--- src/rtl/grid_pkg.sv ---
`default_nettype none

package grid_pkg;

    // fixed word widths of the resource-grid path
    typedef logic [15:0] iq_t;
    typedef logic [7:0]  blk_exp_t;
    typedef logic [9:0]  sfn_t;
    typedef logic [4:0]  subframe_t;
    typedef logic [3:0]  symbol_t;
    typedef logic [63:0] sample_id_t;

    // a 64-bit timestamp goes out as four IQ-sized words
    localparam int TS_WORDS = $bits(sample_id_t) / $bits(iq_t);

    typedef logic [$clog2(TS_WORDS)-1:0] ts_idx_t;

    // sideband field from the FFT stage, spare bit in the lsb
    typedef struct packed {
        sfn_t      sfn;
        subframe_t subframe;
        symbol_t   symbol;
        blk_exp_t  blk_exp;
        logic      spare;
    } grid_user_t;

    // input word and IQ FIFO entry
    typedef struct packed {
        iq_t        iq;
        logic       last;
        grid_user_t user;
    } iq_beat_t;

    // word towards the DMA
    typedef struct packed {
        iq_t  data;
        logic last;
    } out_beat_t;

    typedef enum logic [1:0] {
        IDLE,
        TIMESTAMP,
        TS_TAIL,
        FORWARD
    } framer_state_e;

endpackage

`default_nettype wire

--- src/rtl/symbol_timestamper.sv ---
`timescale 1ns/1ps
`default_nettype none

module symbol_timestamper (
    input  wire logic        clk_i,
    input  wire logic        reset_ni,
    input  wire logic        in_valid_i,
    input  wire logic        in_last_i,
    output logic             ts_valid_o,
    output grid_pkg::sample_id_t ts_o
);

    import grid_pkg::*;

    sample_id_t sample_cnt_q;
    // high while waiting for the first sample of a symbol
    logic       sos_q;

    // count before this strobe is the number of earlier samples
    assign ts_valid_o = in_valid_i && sos_q;
    assign ts_o       = sample_cnt_q;

    always_ff @(posedge clk_i) begin
        if (!reset_ni) begin
            sample_cnt_q <= '0;
            sos_q        <= 1'b1;
        end else if (in_valid_i) begin
            sample_cnt_q <= sample_cnt_q + 1'b1;
            // next strobe after a last one opens a new symbol
            sos_q        <= in_last_i;
        end
    end

endmodule

`default_nettype wire

--- config.mk ---
export PLATFORM = sky130hd
export DESIGN_NAME = symbol_timestamper
export DESIGN_NICKNAME = d
export VERILOG_FILES = /design/src/rtl/grid_pkg.sv /design/src/rtl/symbol_timestamper.sv
export SDC_FILE = /design/constraint.sdc
export NUM_CORES = 1
export LEC_CHECK = 0
export BUFFER_PORTS_ARGS = -buffer_cell sky130_fd_sc_hd__buf_2
export CELL_PAD_IN_SITES_DETAIL_PLACEMENT = 2
export CELL_PAD_IN_SITES_GLOBAL_PLACEMENT = 2
export CORE_MARGIN = 5
export CORE_UTILIZATION = 29
export CTS_BUF_LIST = sky130_fd_sc_hd__clkbuf_2 sky130_fd_sc_hd__clkbuf_4 sky130_fd_sc_hd__clkbuf_8
export CTS_CLUSTER_SIZE = 20
export DETAILED_ROUTE_END_ITERATION = 16
export PLACE_DENSITY_LB_ADDON = 0.1
export SETUP_SLACK_MARGIN = 0.4
export SKIP_CTS_REPAIR_TIMING = 1
export SLEW_MARGIN = 20
export SYNTH_ARGS = -nofsm -noshare
export SYNTH_HDL_FRONTEND = slang
export SYNTH_SLANG_ARGS = --single-unit
--- constraint.sdc ---
create_clock -name clk_i -period 2.2 [get_ports clk_i]
set_clock_uncertainty 0.2 [all_clocks]
set_input_delay 0.22 -clock clk_i [delete_from_list [all_inputs] [get_ports clk_i]]
set_output_delay 0.22 -clock clk_i [all_outputs]
set_load 0.02 [all_outputs]
==> flow_summary.json <==
{
  "firstDrtPassIters": 4,
  "instances_no_fill": 682,
  "cts_num_sinks": 65,
  "drive_above_1_share": 0.528,
  "synth_top_cell_area_share": 0.412,
  "setup_violations": 5,
  "vias_per_cell": 5.32,
  "hold_class": "primary input to flop",
  "rsz0062_at_grt": "true",
  "critical_path_class": "flop to flop",
  "fmax_mhz": 447,
  "failed_checks": "setup timing",
  "seq_area_frac_synth": 0.412,
  "syn_nets": 383,
  "wire_per_inst_um": 21.7,
  "fp.coreArea_um2": 10700,
  "layout_setup_ws_ns": -0.0368,
  "cts_made_buffers": 9,
  "postRouteAntennaNets": 0,
  "grt_first_pass_wirelength_um": 18600,
  "start_kind": "flop",
  "grt_pass1_vias": 3462,
  "clk_latency_ns": 0.36,
  "die-area_um2": 13100,
  "antenna_found_initial": 0,
  "dieHeight_um": 114,
  "num_vias": 3629,
  "power_density_nw_per_um2": 421,
  "grt_max_degree": 61,
  "fp.dieW_um": 114,
  "drtIter0Drc": 97,
  "netlist_area_um2": 3160,
  "wl_um": 14800,
  "final_nets": 542,
  "cts_root_buf": "clkbuf_8",
  "arrival_ns": 2.32,
  "syn_inst": 378,
  "synth_area_per_cell_um2": 8.36,
  "status": "finished, violations left",
  "grt_usage": 0.179,
  "tritoncts": "yes",
  "rows": 38,
  "placed_cells": 611,
  "synth_area_leader_cell": "dfxtp_1",
  "drcViolationCount": 0,
  "cap_violations": 0,
  "ys_top_cells_by_area": "dfxtp_1 (41%), nor2_1 (5.5%), xnor2_1 (5.3%), nand4_1 (5.0%), xor2_1 (4.4%)",
  "dpl.hpwl_um": 8420,
  "irDropWorstVdd_uv": 193,
  "area_growth_pct": 63.0,
  "p_leak_nw": 2.10,
  "initial_core_util": 0.294,
  "drv_slew": 0,
  "synth_cell_types": 37,
  "finalHoldViolCount": 0,
  "min_period_over_period": 1.02,
  "final_core_util": 0.479,
  "clockBufferDepth": 2,
  "port_buffers": 68,
  "grt_overflow": 0,
  "crit_required_ns": 2.29,
  "cp_max_fo": 5,
  "htree_levels": 3,
  "maxSlewHeadroom": 0.710,
  "cts.clk_slew.worst_paths_ns": 0.08,
  "ys_seq_elements": 65,
  "layout_min_cycle_time_ns": 2.24,
  "dp_slack_ns": -0.0983,
  "yosysWarnings": 0,
  "routabilityCongestion": 0.741,
  "antennaDiodeCount": 0,
  "tightest_slew_ns": 0.433,
  "io_pins": 69,
  "critPathCaptureType": "flop"
}
layout by cell type, fill, tap and decap left out, types with 5 or more instances in the layout:
master	synthesis	layout
a21oi_1	25	20
a21oi_2	0	5
buf_2	2	68
buf_4	0	67
buf_6	1	20
clkbuf_8	0	10
dfxtp_1	65	16
dfxtp_2	0	26
dfxtp_4	0	23
inv_1	9	9
nand2_1	26	26
nand3_1	22	10
nand3_2	2	8
nand3_4	0	6
nand4_1	25	25
nor2_1	46	42
nor3_1	11	8
nor4_4	1	9
o21ai_0	15	11
o21ai_1	2	6
or3_1	20	16
or4_1	8	5
xnor2_1	19	18
xor2_1	16	16
critical path, stage by stage, from the launching register on:
cell and delay, ns:
dfxtp_2 0.36, nand4_1 0.29, nor3_2 0.34, nand4_1 0.18, buf_4 0.19, or4_1 0.48
a21oi_1 0.13
path summary, 6_finish.rpt:
| kind | slack [ns] | from | endpoint | depth (start not counted) |
|---|---|---|---|---|
| worst min-delay path | 0.03 | reset_ni | ts_o[59] | 2 |
| worst max-delay path | -0.04 | ts_o[46] | ts_o[62] | 6 |
| worst max register to register | -0.04 | ts_o[46] | ts_o[62] | 6 |
| worst min register to register | 0.28 | ts_o[63] | ts_o[63] | 2 |
registers in the layout, indices dropped and copies added (netlist names):
register,cells
sos_q,1
ts_o,64
final cells by class:
class	count	area, µm²
clock buffer	11	145
clock inverter	5	21.3
fill	1188	5590
inverter	10	37.5
multi-input combinational	290	2190
sequential	65	1420
tap	140	175
timing repair buffer	161	1160
report_power, final:
| group | switching, W | internal (W) |
|---|---|---|
| clock network | 0.000498 | 0.000438 |
| logic | 0.0000457 | 0.0000228 |
| registers | 0.00000886 | 0.00115 |
cells by family after synthesis:
group	share of synthesized area
flip-flops	0.412
XOR/XNOR	0.0970
AND/OR/NAND/NOR	0.352
AO/OA/AOI/OAI	0.0951
buffers and inverters	0.0305
adder cells (fa/ha/maj)	0.00396
multiplexers	0.00951
per-layer routing:
metal	vias to the layer above	part of all wire	wire, µm	GRT usage
met1	1857	0.43	6440	0.247
met4	0	0.013	193	0.0570
met2	64	0.52	7700	0.287
met3	15	0.032	481	0.0270
li1	1693	-	-	-
met5	-	0	0	0
per-stage QoR:
step / TNS (ns) / hold slack [ns] / total power, W / area (µm²)
6_report: -0.108 / 0.0326 / 0.00217 / 5150
5_1_grt: -1.05 / 0.0410 / 0.00225 / 5150
4_1_cts: -0.679 / -0.117 / 0.00219 / 4280
3_5_place_dp: -0.394 / 0.253 / 0.00126 / 4110
3_3_place_gp: -0.0311 / 0.238 / 0.00126 / 4110
2_1_floorplan: 0 / 0.0819 / 0.00123 / 3360
synth_stat cells, drive strengths merged:
| cell type | instances |
|---|---|
| dfxtp | 65 |
| nor2 | 46 |
| nand4 | 28 |
| nand2 | 27 |
| a21oi | 25 |
| nand3 | 24 |
| or3 | 20 |
| xnor2 | 19 |
| o21ai | 17 |
| xor2 | 16 |
| nor4 | 14 |
| nor3 | 12 |
| clkbuf | 10 |
| inv | 9 |
| o31ai | 8 |
| or4 | 8 |
| and4 | 6 |
| and3 | 4 |
| o21a | 4 |
| or2 | 4 |
| buf | 3 |
| mux2i | 3 |
| and2 | 2 |
| clkinv | 1 |
| ha | 1 |
| nand2b | 1 |
| nor4b | 1 |
Note: power is estimated with default switching activity, not from simulation.
