`src/rtl/sync_fifo.sv`:
```
`timescale 1ns/1ps
`default_nettype none

module sync_fifo #(
    parameter int WIDTH = 16,
    parameter int DEPTH = 4
) (
    input  wire logic             clk_i,
    input  wire logic             reset_ni,
    input  wire logic             wr_valid_i,
    input  wire logic [WIDTH-1:0] wr_data_i,
    input  wire logic             rd_ready_i,
    output logic                  rd_valid_o,
    output logic      [WIDTH-1:0] rd_data_o
);

    localparam int AW = (DEPTH > 1) ? $clog2(DEPTH) : 1;
    localparam int CW = $clog2(DEPTH + 1);

    logic [WIDTH-1:0] mem [DEPTH];
    logic [AW-1:0]    wr_ptr_q;
    logic [AW-1:0]    rd_ptr_q;
    logic [CW-1:0]    count_q;
    logic             full;
    logic             wr_en;
    logic             rd_en;

    assign full  = (count_q == CW'(DEPTH));
    // a write into a full buffer is lost
    assign wr_en = wr_valid_i && !full;
    assign rd_en = rd_ready_i && rd_valid_o;

    // first word fall-through, head is always on the output
    assign rd_valid_o = (count_q != '0);
    assign rd_data_o  = mem[rd_ptr_q];

    always_ff @(posedge clk_i) begin
        if (wr_en) begin
            mem[wr_ptr_q] <= wr_data_i;
        end
    end

    always_ff @(posedge clk_i) begin
        if (!reset_ni) begin
            wr_ptr_q <= '0;
            rd_ptr_q <= '0;
            count_q  <= '0;
        end else begin
            if (wr_en) begin
                // pointers wrap at DEPTH, so any depth works
                wr_ptr_q <= (wr_ptr_q == AW'(DEPTH - 1)) ? '0 : wr_ptr_q + 1'b1;
            end
            if (rd_en) begin
                rd_ptr_q <= (rd_ptr_q == AW'(DEPTH - 1)) ? '0 : rd_ptr_q + 1'b1;
            end
            case ({wr_en, rd_en})
                2'b10:   count_q <= count_q + 1'b1;
                2'b01:   count_q <= count_q - 1'b1;
                default: count_q <= count_q;
            endcase
        end
    end

endmodule

`default_nettype wire

```
`config.mk`:
```
export PLATFORM = sky130hd
export DESIGN_NAME = sync_fifo
export DESIGN_NICKNAME = d
export VERILOG_FILES = /design/src/rtl/sync_fifo.sv
export SDC_FILE = /design/constraint.sdc
export NUM_CORES = 1
export LEC_CHECK = 0
export BUFFER_PORTS_ARGS = -buffer_cell sky130_fd_sc_hd__buf_4
export CAP_MARGIN = 10
export CORE_AREA = 2 2 100 102
export DETAILED_ROUTE_END_ITERATION = 12
export DIE_AREA = 0 0 102 104
export MAX_ROUTING_LAYER = met4
export PLACE_DENSITY = 0.53
export SKIP_LAST_GASP = 1
export SYNTH_ARGS = -nofsm -noshare
export SYNTH_HDL_FRONTEND = slang
export SYNTH_SLANG_ARGS = --single-unit
```
`constraint.sdc`:
```
create_clock -name clk_i -period 2.9 [get_ports clk_i]
set_clock_uncertainty 0.2 [all_clocks]
set_input_delay 0.58 -clock clk_i [delete_from_list [all_inputs] [get_ports clk_i]]
set_output_delay 0.58 -clock clk_i [all_outputs]
set_load 0.05 [all_outputs]
```
==> flow_summary.yaml, run 1 <==
yosys:
  yosys_warnings: 0
  ys_seq_area_frac: 0.749
  synth_cell_type_count: 25
  synth_nets: 166
  synth_area_mm2: 0.00281
  synth_seq_cells: 73
  synthCells: 139
  syn_avg_cell_area_um2: 20.2
floorplanning:
  num_rows: 36
  coreArea_mm2: 0.00955
  ios: 37
  fp.dieH_um: 104
  start_util: 0.294
  dieArea_mm2: 0.0106
  die_w_um: 102
clock_network:
  cts_buffer_depth: 2
  clk_pin_slew_ns: 0.08
  root_buffer: "clkbuf_8"
  cts_buffers: 9
  cts.sinks: 73
  cts_resized: 0
  cts_tree: "done"
  postCtsSetupRepairBufs: 0
  hold_buffers: 0
  htree_num_levels: 3
  clock_latency_ns: 0.34
run:
  max_cap_viol_count: 0
cells_and_area:
  syn_to_final_growth_pct: 21.8
  stdcell_count: 322
  n_fill_cell: 947
  final_layout_size_suffix_gt1_frac: 0.413
  n_antenna_cell: 0
  final_core_util: 0.358
  final_nets: 211
  final_common_cell: "edfxtp_1"
  final_cell_mix: "edfxtp_1, buf_4, mux4_2"
critical_path:
  worst-path-max-fanout: 6
  critical_path.endpoint: "count_q[2]$_SDFFE_PN0P_"
  reg2reg_depth: 9
  worstReg2RegEnd: "count_q[2]$_SDFFE_PN0P_"
  cp-startpoint: "count_q[2]$_SDFFE_PN0P_"
  cp.arrival_ns: 2.75
  path_class: "reg2reg"
  start_kind: "register"
  r2r_setup_slack_ns: 0.21
  cp-end-kind: "register"
  reg2reg_from: "count_q[2]$_SDFFE_PN0P_"
  critical_path_required_ns: 2.96
timing:
  drv_slew: 0
  max_slew.worst_pin.slew_ns: 0.538
  fmax_ghz: 0.372
  layout_min_cycle_time_ns: 2.69
  rsz0062_at_grt: "false"
  fin_ws_ns: 0.213
  slew-limit-headroom: 0.638
  hold_viol_final: 0
  final.setup.tns_ns: 0
  setup_violations: 0
  finalCritPeriodShare: 0.927
routing:
  drt-initial-drc-count: 52
  drc: 0
  drt-vias-per-instance: 4.19
  route.vias.total: 1348
  wl_mm: 5.00
  first_pass_iters: 4
  antenna_left: 0
  routedWlPerCell_um: 15.5
global_route:
  grt_pass1_wl_mm: 7.65
  grt_start_max_net_pins: 17
  grt_overflow: 0
  antenna_found_initial: 0
  grtUsageTotal: 0.104
  grt_pass1_vias: 1410
power:
  switching_share: 0.346
  p_switching_mw: 1.09
  p_comb_frac: 0.343
  p_leak_nw: 1.18
  power_mw: 3.16
  pwr-share-seq: 0.420
  vdd_ir_drop_max_v: 0.000707
  p_per_area_mw_per_mm2: 923
  power.share.clock: 0.237
  p_int_mw: 2.06
placement:
  pre_cts_ws_ns: 0.274
  hpwl_mm: 3.00
  placed_cells: 306
  io_buffers: 36
  globalplace.congestion: 0.684
status:
  status: "finished clean"
worst_hold_path:
  min_path_type: "in2reg"
[registers in the layout, summed over array words and instances, names as in the netlist, named ones only]
| name | count |
|---|---|
| count_q | 3 |
| mem | 64 |
| rd_ptr_q | 2 |
| wr_ptr_q | 2 |
[metrics by stage]
step	area [um2]	hold WS, ns
floorplan	2810	0.268
CTS	3420	0.222
detailed placement	3230	0.301
global route	3420	0.218
finish	3420	0.235
global placement	3230	0.308
[worst max-delay path, cell delays in order, from the launching register on]
cell	delay [ns]
dfxtp_1	0.40
or3b_4	0.43
and2_4	0.18
inv_1	0.05
ha_1	0.17
inv_1	0.06
fa_1	0.37
xor2_1	0.16
or3_2	0.40
a21boi_0	0.19
[routing by layer]
layer | vias up | part of all wire | track usage
met4 | 0 | 0.0072 | 0.0371
met2 | 40 | 0.47 | 0.150
li1 | 636 | - | -
met5 | - | 0 | -
met1 | 668 | 0.47 | 0.133
met3 | 4 | 0.054 | 0.0410
[power groups by stage]
stage	clock [mW]	sequential [mW]	combinational [mW]
after global routing	0.811	1.34	1.16
after global placement	0	1.34	1.10
after CTS	0.771	1.33	1.10
after floorplan	0	1.33	0.811
final	0.747	1.33	1.08
after detailed placement	0	1.35	1.10
[cells in the mapped netlist]
cell type | number | area [um2]
dfxtp_1 | 9 | 180
a21boi_0 | 1 | 7.51
edfxtp_1 | 64 | 1920
or3b_4 | 1 | 11.3
buf_6 | 1 | 11.3
mux4_2 | 16 | 360
buf_2 | 1 | 5.00
xor2_1 | 1 | 8.76
and2_4 | 1 | 8.76
o31ai_1 | 1 | 7.51
buf_4 | 1 | 7.51
inv_1 | 7 | 26.3
clkbuf_1 | 2 | 7.51
nor2_1 | 2 | 7.51
nand4_1 | 1 | 6.26
or3_2 | 2 | 15.0
fa_1 | 1 | 20.0
o21ai_0 | 5 | 25.0
and3_2 | 4 | 30.0
nand2_1 | 6 | 22.5
and2_1 | 2 | 12.5
nand3_1 | 2 | 10.0
ha_1 | 6 | 75.1
xnor2_1 | 1 | 8.76
mux2i_1 | 1 | 10.0
[how the worst min path moves through the flow]
stage / startpoint / endpoint / slack [ns] / cells past startpoint
6_report: wr_data_i[2] / mem[2][2]$_DFFE_PP_ / 0.23 / 1
5_1_grt: wr_data_i[7] / mem[2][7]$_DFFE_PP_ / 0.22 / 1
4_1_cts: wr_data_i[2] / mem[2][2]$_DFFE_PP_ / 0.22 / 1
3_5_place_dp: wr_ptr_q[1]$_SDFFE_PN0P_ / wr_ptr_q[1]$_SDFFE_PN0P_ / 0.30 / 2
3_3_place_gp: count_q[2]$_SDFFE_PN0P_ / count_q[2]$_SDFFE_PN0P_ / 0.31 / 2
2_1_floorplan: wr_ptr_q[1]$_SDFFE_PN0P_ / wr_ptr_q[1]$_SDFFE_PN0P_ / 0.27 / 2
[kinds of logic after synthesis]
family | share of synthesized area
AND/OR/NAND/NOR | 0.0441
buffers and inverters | 0.0205
multiplexers | 0.132
adder cells (fa/ha/maj) | 0.0339
AO/OA/AOI/OAI | 0.0143
flip-flops | 0.749
XOR/XNOR | 0.00624
[final cells by class]
class	count	area, um2	area share
well taps	133	166	0.0487
clock buffers	9	124	0.0362
clock inverters	7	61.3	0.0179
inverters	7	26.3	0.00768
repair buffers	39	293	0.0856
flip-flops and latches	73	2100	0.615
multi-input cells	54	647	0.189
No activity file was read; power rests on OpenSTA's default activity.
==> run 2, diff against run 1 <==
--- a/config.mk
+++ b/config.mk
@@ -7,11 +7,11 @@
 export LEC_CHECK = 0
 export BUFFER_PORTS_ARGS = -buffer_cell sky130_fd_sc_hd__buf_4
 export CAP_MARGIN = 10
-export CORE_AREA = 2 2 100 102
+export CORE_AREA = 2 2 96 98
 export DETAILED_ROUTE_END_ITERATION = 12
-export DIE_AREA = 0 0 102 104
+export DIE_AREA = 0 0 98 100
 export MAX_ROUTING_LAYER = met4
-export PLACE_DENSITY = 0.53
+export PLACE_DENSITY = 0.56
 export SKIP_LAST_GASP = 1
 export SYNTH_ARGS = -nofsm -noshare
 export SYNTH_HDL_FRONTEND = slang
==> run 2 against run 1 <==
Setup slack improved by 0.080 ns; cell area fell by 1.6%; utilization rose by 2.1 points; largest power group unchanged; wire length fell by 6.6%.
==> flow_summary.yaml, run 2 (synthesis gave the netlist of run 1 again) <==
placement:
  globalplace.congestion: 0.671
  hpwl_mm: 3.01
  io_buffers: 36
clock_network:
  cts_buffer_depth: 2
  cts_tree: "done"
  clk_pin_slew_ns: 0.07
  cts_resized: 0
  hold_buffers: 0
  root_buffer: "clkbuf_8"
  cts_buffers: 9
  clock_latency_ns: 0.34
  postCtsSetupRepairBufs: 0
  cts.sinks: 73
  htree_num_levels: 3
timing:
  slew-limit-headroom: 0.655
  hold_slack_ns: 0.240
  drv_slew: 0
  fmax_ghz: 0.384
  max_slew.worst_pin.slew_ns: 0.513
  final.setup.tns_ns: 0
  hold_viol_final: 0
  finalCritPeriodShare: 0.899
  layout_min_cycle_time_ns: 2.61
  setup_violations: 0
  rsz0062_at_grt: "false"
power:
  p_per_area_mw_per_mm2: 904
  p_switching_mw: 1.06
  p_leak_nw: 1.16
  power_mw: 3.04
  pwr-share-seq: 0.439
  p_comb_frac: 0.353
  switching_share: 0.348
  power.share.clock: 0.208
  p_int_mw: 1.98
  vdd_ir_drop_max_v: 0.000490
global_route:
  antenna_found_initial: 0
  grt_start_max_net_pins: 17
  grt_pass1_vias: 1418
  grtUsageTotal: 0.106
  grt_overflow: 0
  grt_pass1_wl_mm: 7.37
routing:
  first_pass_iters: 4
  wl_mm: 4.67
  drt-initial-drc-count: 49
  drc: 0
  routedWlPerCell_um: 15.6
  route.vias.total: 1353
  drt-vias-per-instance: 4.53
  antenna_left: 0
critical_path:
  cp_num_cells: 9
  reg2reg_depth: 9
  worstReg2RegEnd: "count_q[2]$_SDFFE_PN0P_"
  worst-path-max-fanout: 6
  cp_num_buf_inv: 2
  cp-end-kind: "register"
  cp_slowest_cell: "or3b_4"
  critical_path.endpoint: "count_q[2]$_SDFFE_PN0P_"
  max_stage_delay_ns: 0.43
  reg2reg_from: "count_q[2]$_SDFFE_PN0P_"
  crit_chain: "or3b_4 -> and2_4 -> inv_1 -> ha_1 -> inv_1 -> fa_1 -> xor2_1 -> or3_2 -> a21boi_0"
  path_class: "reg2reg"
  cp_top_family: "simple AND/OR/NAND/NOR gates"
  critical_path_required_ns: 2.97
  worst_path_most_repeated_cell: "inv_1"
  r2r_setup_slack_ns: 0.29
  cp-startpoint: "count_q[2]$_SDFFE_PN0P_"
  start_kind: "register"
  cp.arrival_ns: 2.67
floorplanning:
  coreArea_mm2: 0.00889
  num_rows: 35
  ios: 37
  fp.dieH_um: 100
  die_w_um: 98
  dieArea_mm2: 0.00980
  start_util: 0.316
cells_and_area:
  largestRegisters: "mem: 64 flops, count_q: 3 flops"
  n_antenna_cell: 0
  regArea_mm2: 0.00210
  largest_reg_flops: 64
  final_common_cell: "edfxtp_1"
  multi_input_area_um2: 647
  n_fill_cell: 830
  final_cell_mix: "edfxtp_1, buf_4, mux4_2"
  top_register: "mem"
  final_layout_size_suffix_gt1_frac: 0.383
  final_nets: 210
  syn_to_final_growth_pct: 19.9
worst_hold_path:
  min_path_type: "in2reg"
status:
  status: "finished clean"
run:
  max_cap_viol_count: 0
[run 2: worst min path at each step]
stage / from / endpoint / slack [ns] / depth (start not counted)
floorplan: wr_ptr_q[1]$_SDFFE_PN0P_ / wr_ptr_q[1]$_SDFFE_PN0P_ / 0.27 / 2
global placement: wr_ptr_q[1]$_SDFFE_PN0P_ / wr_ptr_q[1]$_SDFFE_PN0P_ / 0.30 / 2
detailed placement: wr_ptr_q[1]$_SDFFE_PN0P_ / wr_ptr_q[1]$_SDFFE_PN0P_ / 0.29 / 2
CTS: wr_data_i[11] / mem[2][11]$_DFFE_PP_ / 0.23 / 1
global route: wr_data_i[12] / mem[0][12]$_DFFE_PP_ / 0.22 / 1
finish: wr_data_i[11] / mem[2][11]$_DFFE_PP_ / 0.24 / 1
[run 2: area by class of cell]
type / instances / share of cell area
clock buffers: 11 / 0.0390
clock inverters: 5 / 0.00669
inverters: 7 / 0.00781
multi-input cells: 54 / 0.192
flip-flops and latches: 73 / 0.625
well taps: 111 / 0.0413
repair buffers: 38 / 0.0885
[run 2: worst reg2reg max path, delay by kind of cell (launching register included)]
family          cells  cell delay [ns]
simple gates        3             1.02
flops               1             0.37
buf+inv             2             0.11
fa+ha+maj           2             0.54
xor+xnor            1             0.16
compound gates      1             0.16
[run 2: stage by stage]
stage	util	setup WS [ns]	cells	area, um2
after floorplan	-	0.412	139	2810
after global placement	0.361	0.330	283	3210
after detailed placement	0.361	0.306	283	3210
after CTS	0.379	0.251	299	3370
after global routing	0.379	0.142	299	3370
final	0.379	0.293	299	3370
[run 2: metal layers]
| layer | share of wire | vias up | GRT usage |
|---|---|---|---|
| met5 | 0 | - | - |
| met4 | 0.0088 | 0 | 0.0288 |
| met3 | 0.064 | 6 | 0.0467 |
| met2 | 0.47 | 38 | 0.166 |
| met1 | 0.45 | 674 | 0.127 |
| li1 | - | 635 | - |
[run 2: power by group through the flow]
stage          combinational (mW)  sequential (mW)  clock (mW)
3_5_place_dp                 1.10             1.36           0
3_3_place_gp                 1.09             1.36           0
5_1_grt                      1.15             1.35       0.693
4_1_cts                      1.10             1.34       0.654
2_1_floorplan               0.811             1.33           0
6_report                     1.07             1.34       0.633
==> run 3, diff against run 2 <==
--- a/config.mk
+++ b/config.mk
@@ -7,11 +7,11 @@
 export LEC_CHECK = 0
 export BUFFER_PORTS_ARGS = -buffer_cell sky130_fd_sc_hd__buf_4
 export CAP_MARGIN = 10
-export CORE_AREA = 2 2 96 98
+export CORE_AREA = 2 2 123 77
 export DETAILED_ROUTE_END_ITERATION = 12
-export DIE_AREA = 0 0 98 100
+export DIE_AREA = 0 0 125 79
 export MAX_ROUTING_LAYER = met4
-export PLACE_DENSITY = 0.56
+export PLACE_DENSITY = 0.57
 export SKIP_LAST_GASP = 1
 export SYNTH_ARGS = -nofsm -noshare
 export SYNTH_HDL_FRONTEND = slang
==> run 3 against run 2 <==
Power rose by 9.4%; fmax down 2.7%; final cell count rose by 1.3%; via count is 0.37% higher.
==> flow_summary.yaml, run 3 (synthesis gave the netlist of run 1 again) <==
timing:
  rsz0062_at_grt: "false"
  fin_ws_ns: 0.222
  finalCritPeriodShare: 0.924
  final.setup.tns_ns: 0
  hold_viol_final: 0
  layout_min_cycle_time_ns: 2.68
  slew-limit-headroom: 0.666
  setup_violations: 0
  drv_slew: 0
  hold_slack_ns: 0.258
  fmax_ghz: 0.373
  max_slew.worst_pin.slew_ns: 0.497
routing:
  drt-vias-per-instance: 4.48
  antenna_left: 0
  wl_mm: 4.90
  route.vias.total: 1358
  routedWlPerCell_um: 16.2
  first_pass_iters: 4
  drc: 0
  drt-initial-drc-count: 119
critical_path:
  r2r_setup_slack_ns: 0.22
  start_kind: "register"
  cp_top_family: "simple AND/OR/NAND/NOR gates"
  worstReg2RegEnd: "count_q[2]$_SDFFE_PN0P_"
  max_stage_delay_ns: 0.43
  reg2reg_depth: 9
  worst_path_most_repeated_cell: "inv_1"
  critical_path_required_ns: 2.94
  reg2reg_from: "count_q[2]$_SDFFE_PN0P_"
  cp_num_buf_inv: 2
  cp_slowest_cell: "or3b_4"
  cp-end-kind: "register"
  worst-path-max-fanout: 6
  crit_chain: "or3b_4 -> and2_4 -> inv_1 -> ha_1 -> inv_1 -> fa_1 -> xor2_1 -> or3_2 -> a21boi_0"
  path_class: "reg2reg"
  cp.arrival_ns: 2.72
global_route:
  grt_pass1_vias: 1401
  grt_pass1_wl_mm: 7.55
  grt_start_max_net_pins: 17
  grtUsageTotal: 0.111
  antenna_found_initial: 0
  grt_overflow: 0
cells_and_area:
  final_layout_size_suffix_gt1_frac: 0.380
  top_register: "mem"
  regArea_mm2: 0.00210
  syn_to_final_growth_pct: 23.5
  largest_reg_flops: 64
  final_common_cell: "edfxtp_1"
  final_cell_mix: "edfxtp_1, buf_4, mux4_2"
  final_nets: 210
  largestRegisters: "mem: 64 flops, count_q: 3 flops"
  n_fill_cell: 822
  multi_input_area_um2: 647
  n_antenna_cell: 0
power:
  vdd_ir_drop_max_v: 0.000423
  p_per_area_mw_per_mm2: 960
  p_leak_nw: 1.20
placement:
  hpwl_mm: 3.21
  pre_cts_ws_ns: 0.241
  io_buffers: 36
  globalplace.congestion: 0.740
clock_network:
  cts_buffer_depth: 2
  clock_latency_ns: 0.32
  htree_num_levels: 3
  cts_buffers: 9
  clk_pin_slew_ns: 0.05
  hold_buffers: 0
  cts.sinks: 73
  root_buffer: "clkbuf_16"
  cts_resized: 0
  postCtsSetupRepairBufs: 0
  cts_tree: "done"
floorplanning:
  start_util: 0.317
  dieArea_mm2: 0.00988
  fp.dieH_um: 79
  die_w_um: 125
  ios: 37
  coreArea_mm2: 0.00885
  num_rows: 27
worst_hold_path:
  min-delay-start: "wr_data_i[5]"
  min_to: "mem[0][5]$_DFFE_PP_"
  min_path_type: "in2reg"
  hold_depth: 1
status:
  status: "finished clean"
run:
  max_cap_viol_count: 0
## run 3: cell count changes in the layout (fill, tap and decap cells not counted), sizes merged
| cell | delta |
|---|---|
| clkinv | -3 |
| clkinvlp | -1 |
| clkbuf | +3 |
## run 3: per-stage QoR
step                 util  instances  power (mW)  cell area (um2)
floorplan               -        139        2.14             2810
finish              0.392        303        3.33             3470
CTS                 0.392        303        3.38             3470
global route        0.392        303        3.49             3470
global placement    0.364        288        2.45             3220
detailed placement  0.364        288        2.45             3220
## run 3: final cells by class
type,instances,area share
Inverter,7,0.00758
Multi-Input combinational cell,54,0.187
Clock buffer,14,0.0704
Clock inverter,1,0.00108
Tap cell,116,0.0419
Timing Repair Buffer,38,0.0859
Sequential cell,73,0.607
## run 3: report_power, final
part	leakage, nW	switching (mW)	total, mW	internal (mW)
Sequential	0.661	0.0708	1.35	1.28
Combinational	0.424	0.655	1.06	0.409
Clock	0.118	0.346	0.917	0.571
## run 3: worst max-delay path by stage
stage | cells past startpoint | to | start | slack (ns)
floorplan | 9 | count_q[2]$_SDFFE_PN0P_ | count_q[2]$_SDFFE_PN0P_ | 0.41
global placement | 9 | count_q[2]$_SDFFE_PN0P_ | count_q[2]$_SDFFE_PN0P_ | 0.33
detailed placement | 9 | count_q[2]$_SDFFE_PN0P_ | count_q[2]$_SDFFE_PN0P_ | 0.24
CTS | 9 | count_q[2]$_SDFFE_PN0P_ | count_q[2]$_SDFFE_PN0P_ | 0.21
global route | 9 | count_q[2]$_SDFFE_PN0P_ | count_q[2]$_SDFFE_PN0P_ | 0.02
finish | 9 | count_q[2]$_SDFFE_PN0P_ | count_q[2]$_SDFFE_PN0P_ | 0.22
## run 3: layer usage
| layer | track usage | up-vias | routed length, um |
|---|---|---|---|
| li1 | - | 636 | - |
| met1 | 0.128 | 679 | 2200 |
| met2 | 0.166 | 34 | 2340 |
| met3 | 0.0532 | 9 | 290 |
| met4 | 0.0500 | 0 | 67 |
| met5 | - | - | 0 |
