<file path="config.mk">
export PLATFORM = sky130hd
export DESIGN_NAME = grid_framer
export DESIGN_NICKNAME = d
export VERILOG_FILES = /design/src/rtl/grid_pkg.sv /design/src/rtl/grid_framer.sv
export SDC_FILE = /design/constraint.sdc
export NUM_CORES = 1
export LEC_CHECK = 0
export ABC_AREA = 1
export BUFFER_PORTS_ARGS = -buffer_cell sky130_fd_sc_hd__buf_4
export CAP_MARGIN = 20
export CORE_UTILIZATION = 47
export CTS_CLUSTER_DIAMETER = 200
export DETAILED_ROUTE_END_ITERATION = 6
export PLACE_DENSITY = 0.79
export SYNTH_ARGS = -nofsm -noshare
export SYNTH_HDL_FRONTEND = slang
export SYNTH_SLANG_ARGS = --single-unit
</file>
<file path="constraint.sdc">
create_clock -name clk_i -period 3.9 [get_ports clk_i]
set_input_delay 0.39 -clock clk_i [delete_from_list [all_inputs] [get_ports clk_i]]
set_output_delay 0.39 -clock clk_i [all_outputs]
set_load 0.01 [all_outputs]
</file>
<file path="src/rtl/grid_pkg.sv">
`default_nettype none

package grid_pkg;

    // fixed word widths of the resource-grid path
    typedef logic [15:0] iq_t;
    typedef logic [7:0]  blk_exp_t;
    typedef logic [9:0]  sfn_t;
    typedef logic [4:0]  subframe_t;
    typedef logic [3:0]  symbol_t;
    typedef logic [63:0] sample_id_t;

    // a 64-bit timestamp goes out as four IQ-sized words
    localparam int TS_WORDS = $bits(sample_id_t) / $bits(iq_t);

    typedef logic [$clog2(TS_WORDS)-1:0] ts_idx_t;

    // sideband field from the FFT stage, spare bit in the lsb
    typedef struct packed {
        sfn_t      sfn;
        subframe_t subframe;
        symbol_t   symbol;
        blk_exp_t  blk_exp;
        logic      spare;
    } grid_user_t;

    // input word and IQ FIFO entry
    typedef struct packed {
        iq_t        iq;
        logic       last;
        grid_user_t user;
    } iq_beat_t;

    // word towards the DMA
    typedef struct packed {
        iq_t  data;
        logic last;
    } out_beat_t;

    typedef enum logic [1:0] {
        IDLE,
        TIMESTAMP,
        TS_TAIL,
        FORWARD
    } framer_state_e;

endpackage

`default_nettype wire

</file>
<file path="src/rtl/grid_framer.sv">
`timescale 1ns/1ps
`default_nettype none

module grid_framer (
    input  wire logic                 clk_i,
    input  wire logic                 reset_ni,
    // IQ FIFO head
    input  wire logic                 iq_valid_i,
    input  wire grid_pkg::iq_beat_t   iq_head_i,
    output logic                      iq_pop_o,
    // timestamp FIFO head
    input  wire logic                 ts_valid_i,
    input  wire grid_pkg::sample_id_t ts_i,
    output logic                      ts_pop_o,
    // towards the DMA
    input  wire logic                 out_ready_i,
    output logic                      out_valid_o,
    output grid_pkg::out_beat_t       out_beat_o,
    output logic                      overflow_o,
    output logic                      irq_o
);

    import grid_pkg::*;

    localparam ts_idx_t TS_LAST_IDX = ts_idx_t'(TS_WORDS - 1);

    framer_state_e state_q;
    framer_state_e state_d;
    ts_idx_t       ts_cnt_q;
    ts_idx_t       ts_cnt_d;
    sample_id_t    ts_buf_q;
    sample_id_t    ts_buf_d;
    iq_t           data_q;
    iq_t           data_d;
    logic          valid_q;
    logic          valid_d;
    logic          last_q;
    logic          last_d;
    logic          irq_q;
    logic          overflow_q;

    // pops only take effect when the FIFO shows a word
    assign ts_pop_o = (state_q == TIMESTAMP);
    assign iq_pop_o = (state_q == FORWARD);

    always_comb begin
        state_d  = state_q;
        ts_cnt_d = ts_cnt_q;
        ts_buf_d = ts_buf_q;
        data_d   = data_q;
        valid_d  = 1'b0;
        last_d   = 1'b0;
        case (state_q)
            IDLE: begin
                // head word stays in the FIFO, only its exponent is read here
                if (iq_valid_i) begin
                    data_d  = iq_t'(iq_head_i.user.blk_exp);
                    valid_d = 1'b1;
                    state_d = TIMESTAMP;
                end
            end
            TIMESTAMP: begin
                if (ts_valid_i) begin
                    data_d   = iq_t'(ts_i);
                    ts_buf_d = ts_i >> $bits(iq_t);
                    ts_cnt_d = '0;
                    valid_d  = 1'b1;
                    state_d  = TS_TAIL;
                end
            end
            TS_TAIL: begin
                ts_cnt_d = ts_cnt_q + 1'b1;
                if (ts_cnt_q == TS_LAST_IDX) begin
                    // one empty cycle before the IQ words
                    state_d = FORWARD;
                end else begin
                    data_d   = iq_t'(ts_buf_q);
                    ts_buf_d = ts_buf_q >> $bits(iq_t);
                    valid_d  = 1'b1;
                end
            end
            FORWARD: begin
                data_d  = iq_head_i.iq;
                valid_d = iq_valid_i;
                last_d  = iq_valid_i && iq_head_i.last;
                if (last_d) begin
                    state_d = IDLE;
                end
            end
            default: begin
                state_d = IDLE;
            end
        endcase
    end

    always_ff @(posedge clk_i) begin
        if (!reset_ni) begin
            state_q    <= IDLE;
            ts_cnt_q   <= '0;
            valid_q    <= 1'b0;
            last_q     <= 1'b0;
            irq_q      <= 1'b0;
            overflow_q <= 1'b0;
        end else begin
            state_q    <= state_d;
            ts_cnt_q   <= ts_cnt_d;
            valid_q    <= valid_d;
            last_q     <= last_d;
            irq_q      <= last_d;
            // the output never stalls, a refused beat is only flagged
            overflow_q <= valid_q && !out_ready_i;
        end
    end

    always_ff @(posedge clk_i) begin
        data_q   <= data_d;
        ts_buf_q <= ts_buf_d;
    end

    assign out_valid_o     = valid_q;
    assign out_beat_o.data = data_q;
    assign out_beat_o.last = last_q;
    assign overflow_o      = overflow_q;
    assign irq_o           = irq_q;

endmodule

`default_nettype wire

</file>
==> out/qor.csv, run 1 <==
metric;value;unit
maximum vdd drop;318;uV
vias per inst;4.62;
die height;87.6;microns
post-route ant nets;0;
gr usage total;17.1;%
hold path depth;2;
initial antenna violation count;0;
period utilisation layout;62.6;%
CP peak stage delay;0.66;ns
# DRC;0;
Leakage;2.10;nW
Die W;87.6;microns
# clock sinks;71;
clock buffer depth;2;
outcome;complete, no violations;
Fill cells;538;
most common cell after layout, fill and taps aside;buf_4;
hold path startpoint;out_ready_i;
fin util;66.2;%
minimum clock period;2.44;ns
Via Count;2344;
cts repair resizes;0;
synth warn;0;
WHS Endpoint;overflow_o$_SDFF_PN0_;
final hold violation count;0;
Inserted Diodes;0;
Rel. slew slack;49.7;%
r2r endpoint;ts_buf_q[4]$_DFFE_PP_;
Crit-path slowest cell;ha_1;
r2r startpoint;state_q[1]$_SDFFE_PN0P_;
H-tree depth;3;
CP Capture Type;flip-flop;
DIE AREA;0.00767;sq mm
worst skew pair latency;0.34;ns
Worst Path Buf+Inv;2;
nets;528;
RSZ-0062 raised after global routing;false;
CP startpoint kind;flip-flop;
commonest cells after routing, fill and taps aside;buf_4 (118), nand2_1 (64), edfxtp_1 (64);
register bit total from synthesis;71;
post-synth cell types;25;
sequential area share after synthesis;59.9;%
path type of the worst setup path;reg -> reg;
Hold WC Path Type;in -> reg;
Port-buffer cells;115;
global-route wire length before repair;9750;microns
gr ovfl total;0;
Core Area;0.00694;sq mm
Initial Util;49.6;%
Mapped Cells;289;
CTS Root Cell;clkbuf_8;
CTS tree;built;
Top Ports;136;
number of global-route vias before repair;2190;
Inst Count DP;490;
setup bufs post-CTS;0;
synthesized area per cell;11.9;sq um
cts hold-fix bufs;0;
Power Density;747;mW/mm^2
Critical Path RT;3.87;ns
number of clock buffers inserted by TritonCTS;9;
Final Max Tran Viols;0;
Crit path max-delay family;adder cells;
hpwl dp;4690;microns
row count;30;
post-route insts no fill;507;
RD Place Congestion;0.770;
worst path cell trace;inv_1, ha_1, o21ai_1, nor2_4, buf_4;
drt first pass iters;4;
FF-to-FF setup slack;1.46;ns
Highest Clock Rate;409;MHz
Final Setup Violations;0;
Max-Cap Viols;0;
fin area;0.00459;sq mm
P&R area growth vs syn;33.5;%
Syn Nets;411;
Mapped Area;0.00344;sq mm
area post-placement;0.00433;sq mm
maximum number of pins on one net before global-route repair;49;
layout cells sized above 1;42.6;%
skew final;0.0113;ns
DR iter-0 viols;80;
Least-Margin Pin Slew;0.754;ns
setup_tns;0;ns
Clk pin slew, worst setup/hold paths;0.08;ns
crit path max fanout;48;
WP data arrival;2.41;ns
cell depth of the worst flop-to-flop path;5;
WL final;6330;microns
routed len/inst;12.5;microns
==> cell usage after synthesis <==
cell type  count  area [sq um]
clkinv_2       1          5.00
nor2_1        32           120
dfxtp_1        7           140
buf_2          3          15.0
clkbuf_1       1          3.75
nand3_1       10          50.1
inv_1         31           116
a21oi_1       10          50.1
buf_12         3          60.1
nand2_1       64           240
nor2_2         1          6.26
a31oi_1        8          50.1
buf_6          1          11.3
edfxtp_1      64          1920
ha_1           8           100
nor2_4         1          11.3
mux2_2         6          67.6
buf_4          5          37.5
mux2_4        26           390
o211ai_1       1          7.51
nand2_4        1          11.3
nand2_2        1          6.26
nand3b_1       1          7.51
o21ai_1        1          5.00
inv_2          2          7.51
==> flip-flops by register name, summed over array words and instances (netlist names) <==
signal	cells
ts_buf_q	48
data_q	16
state_q	2
ts_cnt_q	2
irq_o	1
out_valid_o	1
overflow_o	1
==> final cells by class <==
class / instances / area, sq um / area share [%]
Sequential cell: 71 / 2060 / 44.9
Timing Repair Buffer: 119 / 913 / 19.9
Clock buffer: 10 / 128 / 2.78
Clock inverter: 6 / 109 / 2.37
Inverter: 34 / 129 / 2.81
Tap cell: 96 / 120 / 2.61
Multi-Input combinational cell: 171 / 1130 / 24.7
==> metrics by stage <==
stage,setup slack [ns],power (mW),hold WS [ns]
4_1_cts,1.45,3.44,0.175
6_report,1.46,3.43,0.192
3_5_place_dp,1.46,2.75,0.431
5_1_grt,1.27,3.65,0.179
2_1_floorplan,0.349,2.42,0.440
3_3_place_gp,1.53,2.69,0.424
==> worst max path at each step <==
stage | endpoint | cells after the start | slack (ns) | startpoint
2_1_floorplan | ts_buf_q[0]$_DFFE_PP_ | 7 | 0.35 | state_q[0]$_SDFFE_PN0P_
4_1_cts | ts_buf_q[45]$_SDFFCE_PN0P_ | 5 | 1.45 | state_q[1]$_SDFFE_PN0P_
5_1_grt | ts_buf_q[4]$_DFFE_PP_ | 5 | 1.27 | state_q[1]$_SDFFE_PN0P_
6_report | ts_buf_q[4]$_DFFE_PP_ | 5 | 1.46 | state_q[1]$_SDFFE_PN0P_
3_3_place_gp | ts_buf_q[33]$_SDFFCE_PN0P_ | 5 | 1.53 | state_q[1]$_SDFFE_PN0P_
3_5_place_dp | ts_buf_q[34]$_SDFFCE_PN0P_ | 5 | 1.46 | state_q[1]$_SDFFE_PN0P_
==> where the power goes <==
| part | internal (mW) | switching [mW] | total, mW |
|---|---|---|---|
| Combinational | 0.588 | 0.728 | 1.32 |
| Clock | 0.424 | 0.265 | 0.689 |
| Sequential | 1.33 | 0.0945 | 1.43 |
| Total | 2.34 | 1.09 | 3.43 |
==> cell families (layout without fill, tap and decap cells) <==
logic type      after synthesis  count (layout)  share of synthesized area, %
flops                        71              71                          59.9
compound gates               20              20                          3.27
buf+inv                      47             169                          7.45
simple gates                111             111                          13.2
fa+ha+maj                     8               8                          2.91
mux                          32              32                          13.3
==> routing by layer <==
| layer | track usage (%) | share of wire, % | vias to the layer above |
|---|---|---|---|
| met5 | 0 | 0 | - |
| met4 | 11.3 | 2.7 | 0 |
| met3 | 3.96 | 5.8 | 13 |
| met2 | 28.8 | 51 | 88 |
| met1 | 19.6 | 41 | 1042 |
| li1 | - | - | 1201 |
Power figures use the tool's default switching activity.
==> run 2: changes to the inputs <==
--- a/config.mk
+++ b/config.mk
@@ -5,7 +5,7 @@
 export SDC_FILE = /design/constraint.sdc
 export NUM_CORES = 1
 export LEC_CHECK = 0
-export ABC_AREA = 1
+export ABC_AREA = 0
 export BUFFER_PORTS_ARGS = -buffer_cell sky130_fd_sc_hd__buf_4
 export CAP_MARGIN = 20
 export CORE_UTILIZATION = 47
==> constraint.sdc (replaced) <==
create_clock -name clk_i -period 2.5 [get_ports clk_i]
set_input_delay 0.25 -clock clk_i [delete_from_list [all_inputs] [get_ports clk_i]]
set_output_delay 0.25 -clock clk_i [all_outputs]
set_load 0.01 [all_outputs]
==> run 2 against run 1 <==
Synthesized area decreased by 2.7%. Wire length decreased by 2.4%. Die area decreased by 2.7%. Count of clock-buffer cells in the layout decreased by 1. Global-route usage increased by 0.81 points. Critical path depth decreased by 1. Clock skew decreased by 0.0034 ns. Critical path type unchanged. Largest cell class unchanged.
==> out/qor.csv, run 2 <==
metric;value;unit
final hold violation count;0;
Final Max Tran Viols;0;
Mapped Cells;212;
Port-buffer cells;115;
Syn Nets;334;
DIE AREA;0.00746;sq mm
WHS Endpoint;overflow_o$_SDFF_PN0_;
vias per inst;4.88;
Inserted Diodes;0;
Top Ports;136;
Net Sw Power;1.28;mW
# DRC;0;
worst skew pair latency;0.34;ns
cts repair resizes;0;
cell depth of the worst flop-to-flop path;4;
register bit total from synthesis;71;
maximum number of pins on one net before global-route repair;49;
clock share of power;21.1;%
FF-to-FF setup slack;0.65;ns
clock buffer depth;2;
asr flop ratio synth;0;%
WP data arrival;1.91;ns
Inst Count DP;416;
Critical Path RT;2.56;ns
layout cells sized above 1;51.5;%
Sw Ratio;28.1;%
# clock sinks;71;
CP Capture Type;flip-flop;
CTS tree;built;
Via Count;2109;
hpwl dp;4550;microns
die height;86.4;microns
Power Density;1020;mW/mm^2
WL final;6180;microns
routed len/inst;14.3;microns
initial antenna violation count;0;
sequential area share after synthesis;61.6;%
period utilisation layout;74.0;%
setup bufs post-CTS;0;
r2r endpoint;data_q[0]$_DFFE_PP_;
gr ovfl total;0;
CP startpoint kind;flip-flop;
most common cell in the synthesized netlist;edfxtp_1;
H-tree depth;3;
flip-flop count of the largest register after layout;48;
Rel. slew slack;50.3;%
Initial Util;49.0;%
skew final;0.00791;ns
synth warn;0;
Seq pwr share;47.6;%
Die W;86.4;microns
Max-Cap Viols;0;
commonest cells after routing, fill and taps aside;buf_4 (119), edfxtp_1 (64), mux2_4 (26);
minimum clock period;1.85;ns
hold path depth;2;
worst setup path startpoint;state_q[0]$_SDFFE_PN0P_;
post-synth top area share;57.4;%
Clk pin slew, worst setup/hold paths;0.07;ns
nets;453;
row count;30;
hold path startpoint;out_ready_i;
post-route ant nets;0;
post-route insts no fill;432;
post-synth cell types;29;
path type of the worst setup path;reg -> reg;
Hold WC Path Type;in -> reg;
outcome;complete, no violations;
RD Place Congestion;0.824;
RSZ-0062 raised after global routing;false;
drt first pass iters;6;
synth top area cells;edfxtp_1 (57%), mux2_4 (12%), a222oi_1 (4.8%), dfxtp_1 (4.2%), nor2b_1 (3.2%);
global-route wire length before repair;10000;microns
Primary FF master, synth;edfxtp_1;
Final Setup Violations;0;
Mapped Area;0.00335;sq mm
DR iter-0 viols;130;
power share of the combinational group;31.3;%
Int Pwr;3.28;mW
P&R area growth vs syn;33.9;%
Least-Margin Pin Slew;0.745;ns
most common cell after layout, fill and taps aside;buf_4;
number of clock buffers inserted by TritonCTS;9;
synthesized area per cell;15.8;sq um
EDFF count, synth;64;
Highest Clock Rate;541;MHz
largest reg by FF count;ts_buf_q;
Post-synth top cells;edfxtp_1 (64), mux2_4 (26), nor2b_1 (17);
setup_tns;0;ns
Leakage;1.91;nW
number of global-route vias before repair;2096;
crit path max fanout;17;
gr usage total;17.9;%
CTS Root Cell;clkbuf_8;
cts hold-fix bufs;0;
maximum vdd drop;486;uV
Core Area;0.00683;sq mm
largest area contributor in the netlist;edfxtp_1;
r2r startpoint;state_q[0]$_SDFFE_PN0P_;
Largest regs;ts_buf_q x48, data_q x16;
[run 2: logic make-up after synthesis]
| family | Yosys count | share of synthesized area [%] |
|---|---|---|
| DFF | 71 | 61.6 |
| adders and majority gates | 8 | 2.99 |
| muxes | 41 | 16.4 |
| and+or+nand+nor | 46 | 7.47 |
| AOI/OAI and AO/OA | 23 | 6.32 |
| buffers and inverters | 23 | 5.27 |
[run 2: layout make-up]
type,count,area (sq um)
repair buffers,121,933
inverters,10,37.5
clock inverters,7,87.6
multi-input cells,118,1120
flip-flops and latches,71,2060
well taps,96,120
clock buffers,9,124
fillers,518,2350
[run 2: metal layers]
layer | GRT usage (%) | wire length, microns | up-vias
met4 | 9.55 | 169 | 0
met5 | 0 | 0 | -
li1 | - | - | 1047
met3 | 4.57 | 379 | 16
met2 | 29.9 | 3130 | 84
met1 | 21.5 | 2500 | 962
[run 2: worst max path at each step]
| stage | endpoint | slack (ns) | depth (start not counted) |
|---|---|---|---|
| after floorplan | ts_buf_q[0]$_DFFE_PP_ | 0.22 | 7 |
| after global placement | data_q[0]$_DFFE_PP_ | 0.72 | 4 |
| after detailed placement | data_q[0]$_DFFE_PP_ | 0.66 | 4 |
| after CTS | data_q[0]$_DFFE_PP_ | 0.65 | 4 |
| after global routing | ts_buf_q[15]$_DFFE_PP_ | 0.50 | 6 |
| final | data_q[0]$_DFFE_PP_ | 0.65 | 4 |
[run 2: through the flow]
| stage | util [%] | power [mW] | setup WS, ns | cell area [sq um] | hold slack (ns) |
|---|---|---|---|---|---|
| 6_report | 65.6 | 4.57 | 0.651 | 4480 | 0.0650 |
| 2_1_floorplan | - | 3.13 | 0.221 | 3360 | 0.322 |
| 4_1_cts | 65.6 | 4.62 | 0.648 | 4480 | 0.0510 |
| 3_3_place_gp | 62.5 | 3.60 | 0.717 | 4270 | 0.407 |
| 3_5_place_dp | 62.5 | 3.65 | 0.660 | 4270 | 0.412 |
| 5_1_grt | 65.6 | 4.84 | 0.496 | 4480 | 0.0440 |
[run 2: critical path: stages, from the launching register on]
cell	delay, ns
dfxtp_1	0.42
inv_1	0.12
ha_1	0.44
a222oi_1	0.47
mux2i_1	0.12
[run 2: power by group through the flow]
stage | Combinational (mW) | Sequential [mW] | Clock (mW)
3_3_place_gp | 1.42 | 2.18 | 0
3_5_place_dp | 1.44 | 2.20 | 0
2_1_floorplan | 0.900 | 2.23 | 0
6_report | 1.43 | 2.17 | 0.962
5_1_grt | 1.57 | 2.23 | 1.04
4_1_cts | 1.45 | 2.18 | 0.988
==> run 3: changes to the inputs <==
--- a/config.mk
+++ b/config.mk
@@ -5,13 +5,13 @@
 export SDC_FILE = /design/constraint.sdc
 export NUM_CORES = 1
 export LEC_CHECK = 0
-export ABC_AREA = 0
+export ABC_AREA = 1
 export BUFFER_PORTS_ARGS = -buffer_cell sky130_fd_sc_hd__buf_4
 export CAP_MARGIN = 20
-export CORE_UTILIZATION = 47
+export CORE_UTILIZATION = 44
 export CTS_CLUSTER_DIAMETER = 200
 export DETAILED_ROUTE_END_ITERATION = 6
-export PLACE_DENSITY = 0.79
+export PLACE_DENSITY = 0.77
 export SYNTH_ARGS = -nofsm -noshare
 export SYNTH_HDL_FRONTEND = slang
 export SYNTH_SLANG_ARGS = --single-unit
==> constraint.sdc (replaced) <==
create_clock -name clk_i -period 1.6 [get_ports clk_i]
set_input_delay 0.16 -clock clk_i [delete_from_list [all_inputs] [get_ports clk_i]]
set_output_delay 0.16 -clock clk_i [all_outputs]
set_load 0.01 [all_outputs]
==> run 3 against run 2 <==
Final area rose by 4.9%. Cell count rose by 20%. Sequential share of layout area fell by 2.0 points. Sequential power rose by 61%. Global-route usage fell by 1.4 points. Register-to-register slack got worse by 0.56 ns. Critical path depth rose by 2. Count of clock-buffer cells in the layout rose by 1. Sequential cell count did not move. Fmax rose by 22%. First-iteration DRC count fell by 46%. Wire length rose by 4.1%.
==> out/qor.csv, run 3 (synthesized netlist as in run 1, its figures left out) <==
metric;value;unit
Crit path max-delay family;flip-flops;
flip-flop count of the largest register after layout;48;
RSZ-0062 raised after global routing;false;
crit path max fanout;35;
# DRC;0;
hpwl dp;4890;microns
gr usage total;16.6;%
Final Max Tran Viols;0;
CTS Root Cell;clkbuf_8;
path type of the worst setup path;reg -> reg;
nets;535;
die height;90.4;microns
Highest Clock Rate;661;MHz
Die W;90.4;microns
CP peak stage delay;0.39;ns
largest reg by FF count;ts_buf_q;
number of global-route vias before repair;2305;
Core Area;0.00741;sq mm
period utilisation layout;94.5;%
commonest cells after routing, fill and taps aside;buf_4 (121), edfxtp_1 (64), nand2_1 (63);
dpl ws;0.0893;ns
area taken by flip-flops and latches;0.00207;sq mm
Max-Cap Viols;0;
most common cell after layout, fill and taps aside;buf_4;
row count;31;
Initial Util;46.5;%
Crit-path slowest cell;dfxtp_4;
RD Place Congestion;0.787;
Rel. slew slack;74.4;%
Critical Path RT;1.64;ns
Power Density;1810;mW/mm^2
post-route ant nets;0;
global-route wire length before repair;10400;microns
Least-Margin Pin Slew;0.384;ns
drt first pass iters;4;
total power;8.53;mW
clock buffer depth;2;
CP startpoint kind;flip-flop;
DR iter-0 viols;70;
CTS tree;built;
final hold violation count;0;
routed length on met2;3190;microns
Port-buffer cells;115;
vias per inst;4.57;
worst path cell trace;inv_2, ha_4, nand2_4, o21ai_2, nor2_4, buf_12;
Largest regs;ts_buf_q x48, data_q x16;
Leakage;2.15;nW
worst skew pair latency;0.34;ns
maximum vdd drop;763;uV
Inserted Diodes;0;
number of clock buffers inserted by TritonCTS;9;
minimum clock period;1.51;ns
Clk pin slew, worst setup/hold paths;0.07;ns
skew final;0.00526;ns
maximum number of pins on one net before global-route repair;36;
# clock sinks;71;
Top Ports;136;
top layer in use;met4;
WP data arrival;1.55;ns
WL final;6430;microns
Via Count;2362;
initial antenna violation count;0;
H-tree depth;3;
layout cells sized above 1;44.7;%
DIE AREA;0.00818;sq mm
outcome;complete, no violations;
routed len/inst;12.4;microns
CP Capture Type;flip-flop;
DR WL met3;471;microns
worst setup margin;0.0878;ns
P&R area growth vs syn;36.6;%
multi-input logic area;0.00117;sq mm
Final Setup Violations;0;
Hold WC Path Type;in -> reg;
Worst Path Buf+Inv;2;
met1 WL;2680;microns
gr ovfl total;0;
Fill cells;589;
[run 3: changes by cell type in the layout (fill, tap and decap cells not counted), sizes merged, moves of 10 or more]
cell,delta
nand2,+57
inv,+23
nor2,+20
nor2b,-18
a222oi,-16
a21oi,+10
[run 3: where the power goes]
part	switching [mW]	internal, mW
Clock	0.656	0.873
Sequential	0.248	3.25
Combinational	1.82	1.68
Total	2.73	5.80
[run 3: per-layer routing]
layer,global-route usage [%],vias up
li1,-,1216
met1,19.5,1038
met2,27.8,103
met3,5.30,5
met4,7.26,0
met5,0,-
[run 3: layout make-up]
class | count | share of cell area (%)
sequential | 71 | 44.0
multi-input combinational | 171 | 24.8
tap | 99 | 2.63
clock buffer | 10 | 2.71
inverter | 34 | 2.79
clock inverter | 6 | 1.81
timing repair buffer | 126 | 21.2
[run 3: tightest hold or removal path: stages]
cell and delay, ns:
buf_4 0.09, o211ai_1 0.07, inv_1 0.05
[run 3: timing repair]
item | in CTS | in global routing
gates resized for setup | 0 | 0
setup endpoints to repair | 0 | 0
hold endpoints to repair | 1 | 0
buffers inserted | 0 | 0
hold buffers | 1 | 0
[run 3: path summary, 6_finish.rpt]
| check | start | to | slack (ns) | depth (start not counted) |
|---|---|---|---|---|
| setup / recovery | state_q[1]$_SDFFE_PN0P_ | ts_buf_q[42]$_SDFFCE_PN0P_ | 0.09 | 6 |
| hold / removal | iq_valid_i | out_valid_o$_SDFF_PN0_ | 0.06 | 3 |
| setup reg to reg | state_q[1]$_SDFFE_PN0P_ | ts_buf_q[42]$_SDFFCE_PN0P_ | 0.09 | 6 |
| hold reg to reg | out_valid_o$_SDFF_PN0_ | overflow_o$_SDFF_PN0_ | 0.44 | 2 |
[run 3: metrics by stage]
step | hold slack (ns) | area [sq um] | utilization, % | std cells | TNS, ns
final | 0.0584 | 4700 | 63.5 | 517 | 0
after floorplan | 0.232 | 3500 | - | 289 | -29.12
after global placement | 0.316 | 4480 | 60.5 | 500 | 0
after detailed placement | 0.326 | 4480 | 60.5 | 500 | 0
after global routing | 0.0454 | 4700 | 63.5 | 517 | 0
after CTS | 0.0451 | 4700 | 63.5 | 517 | 0
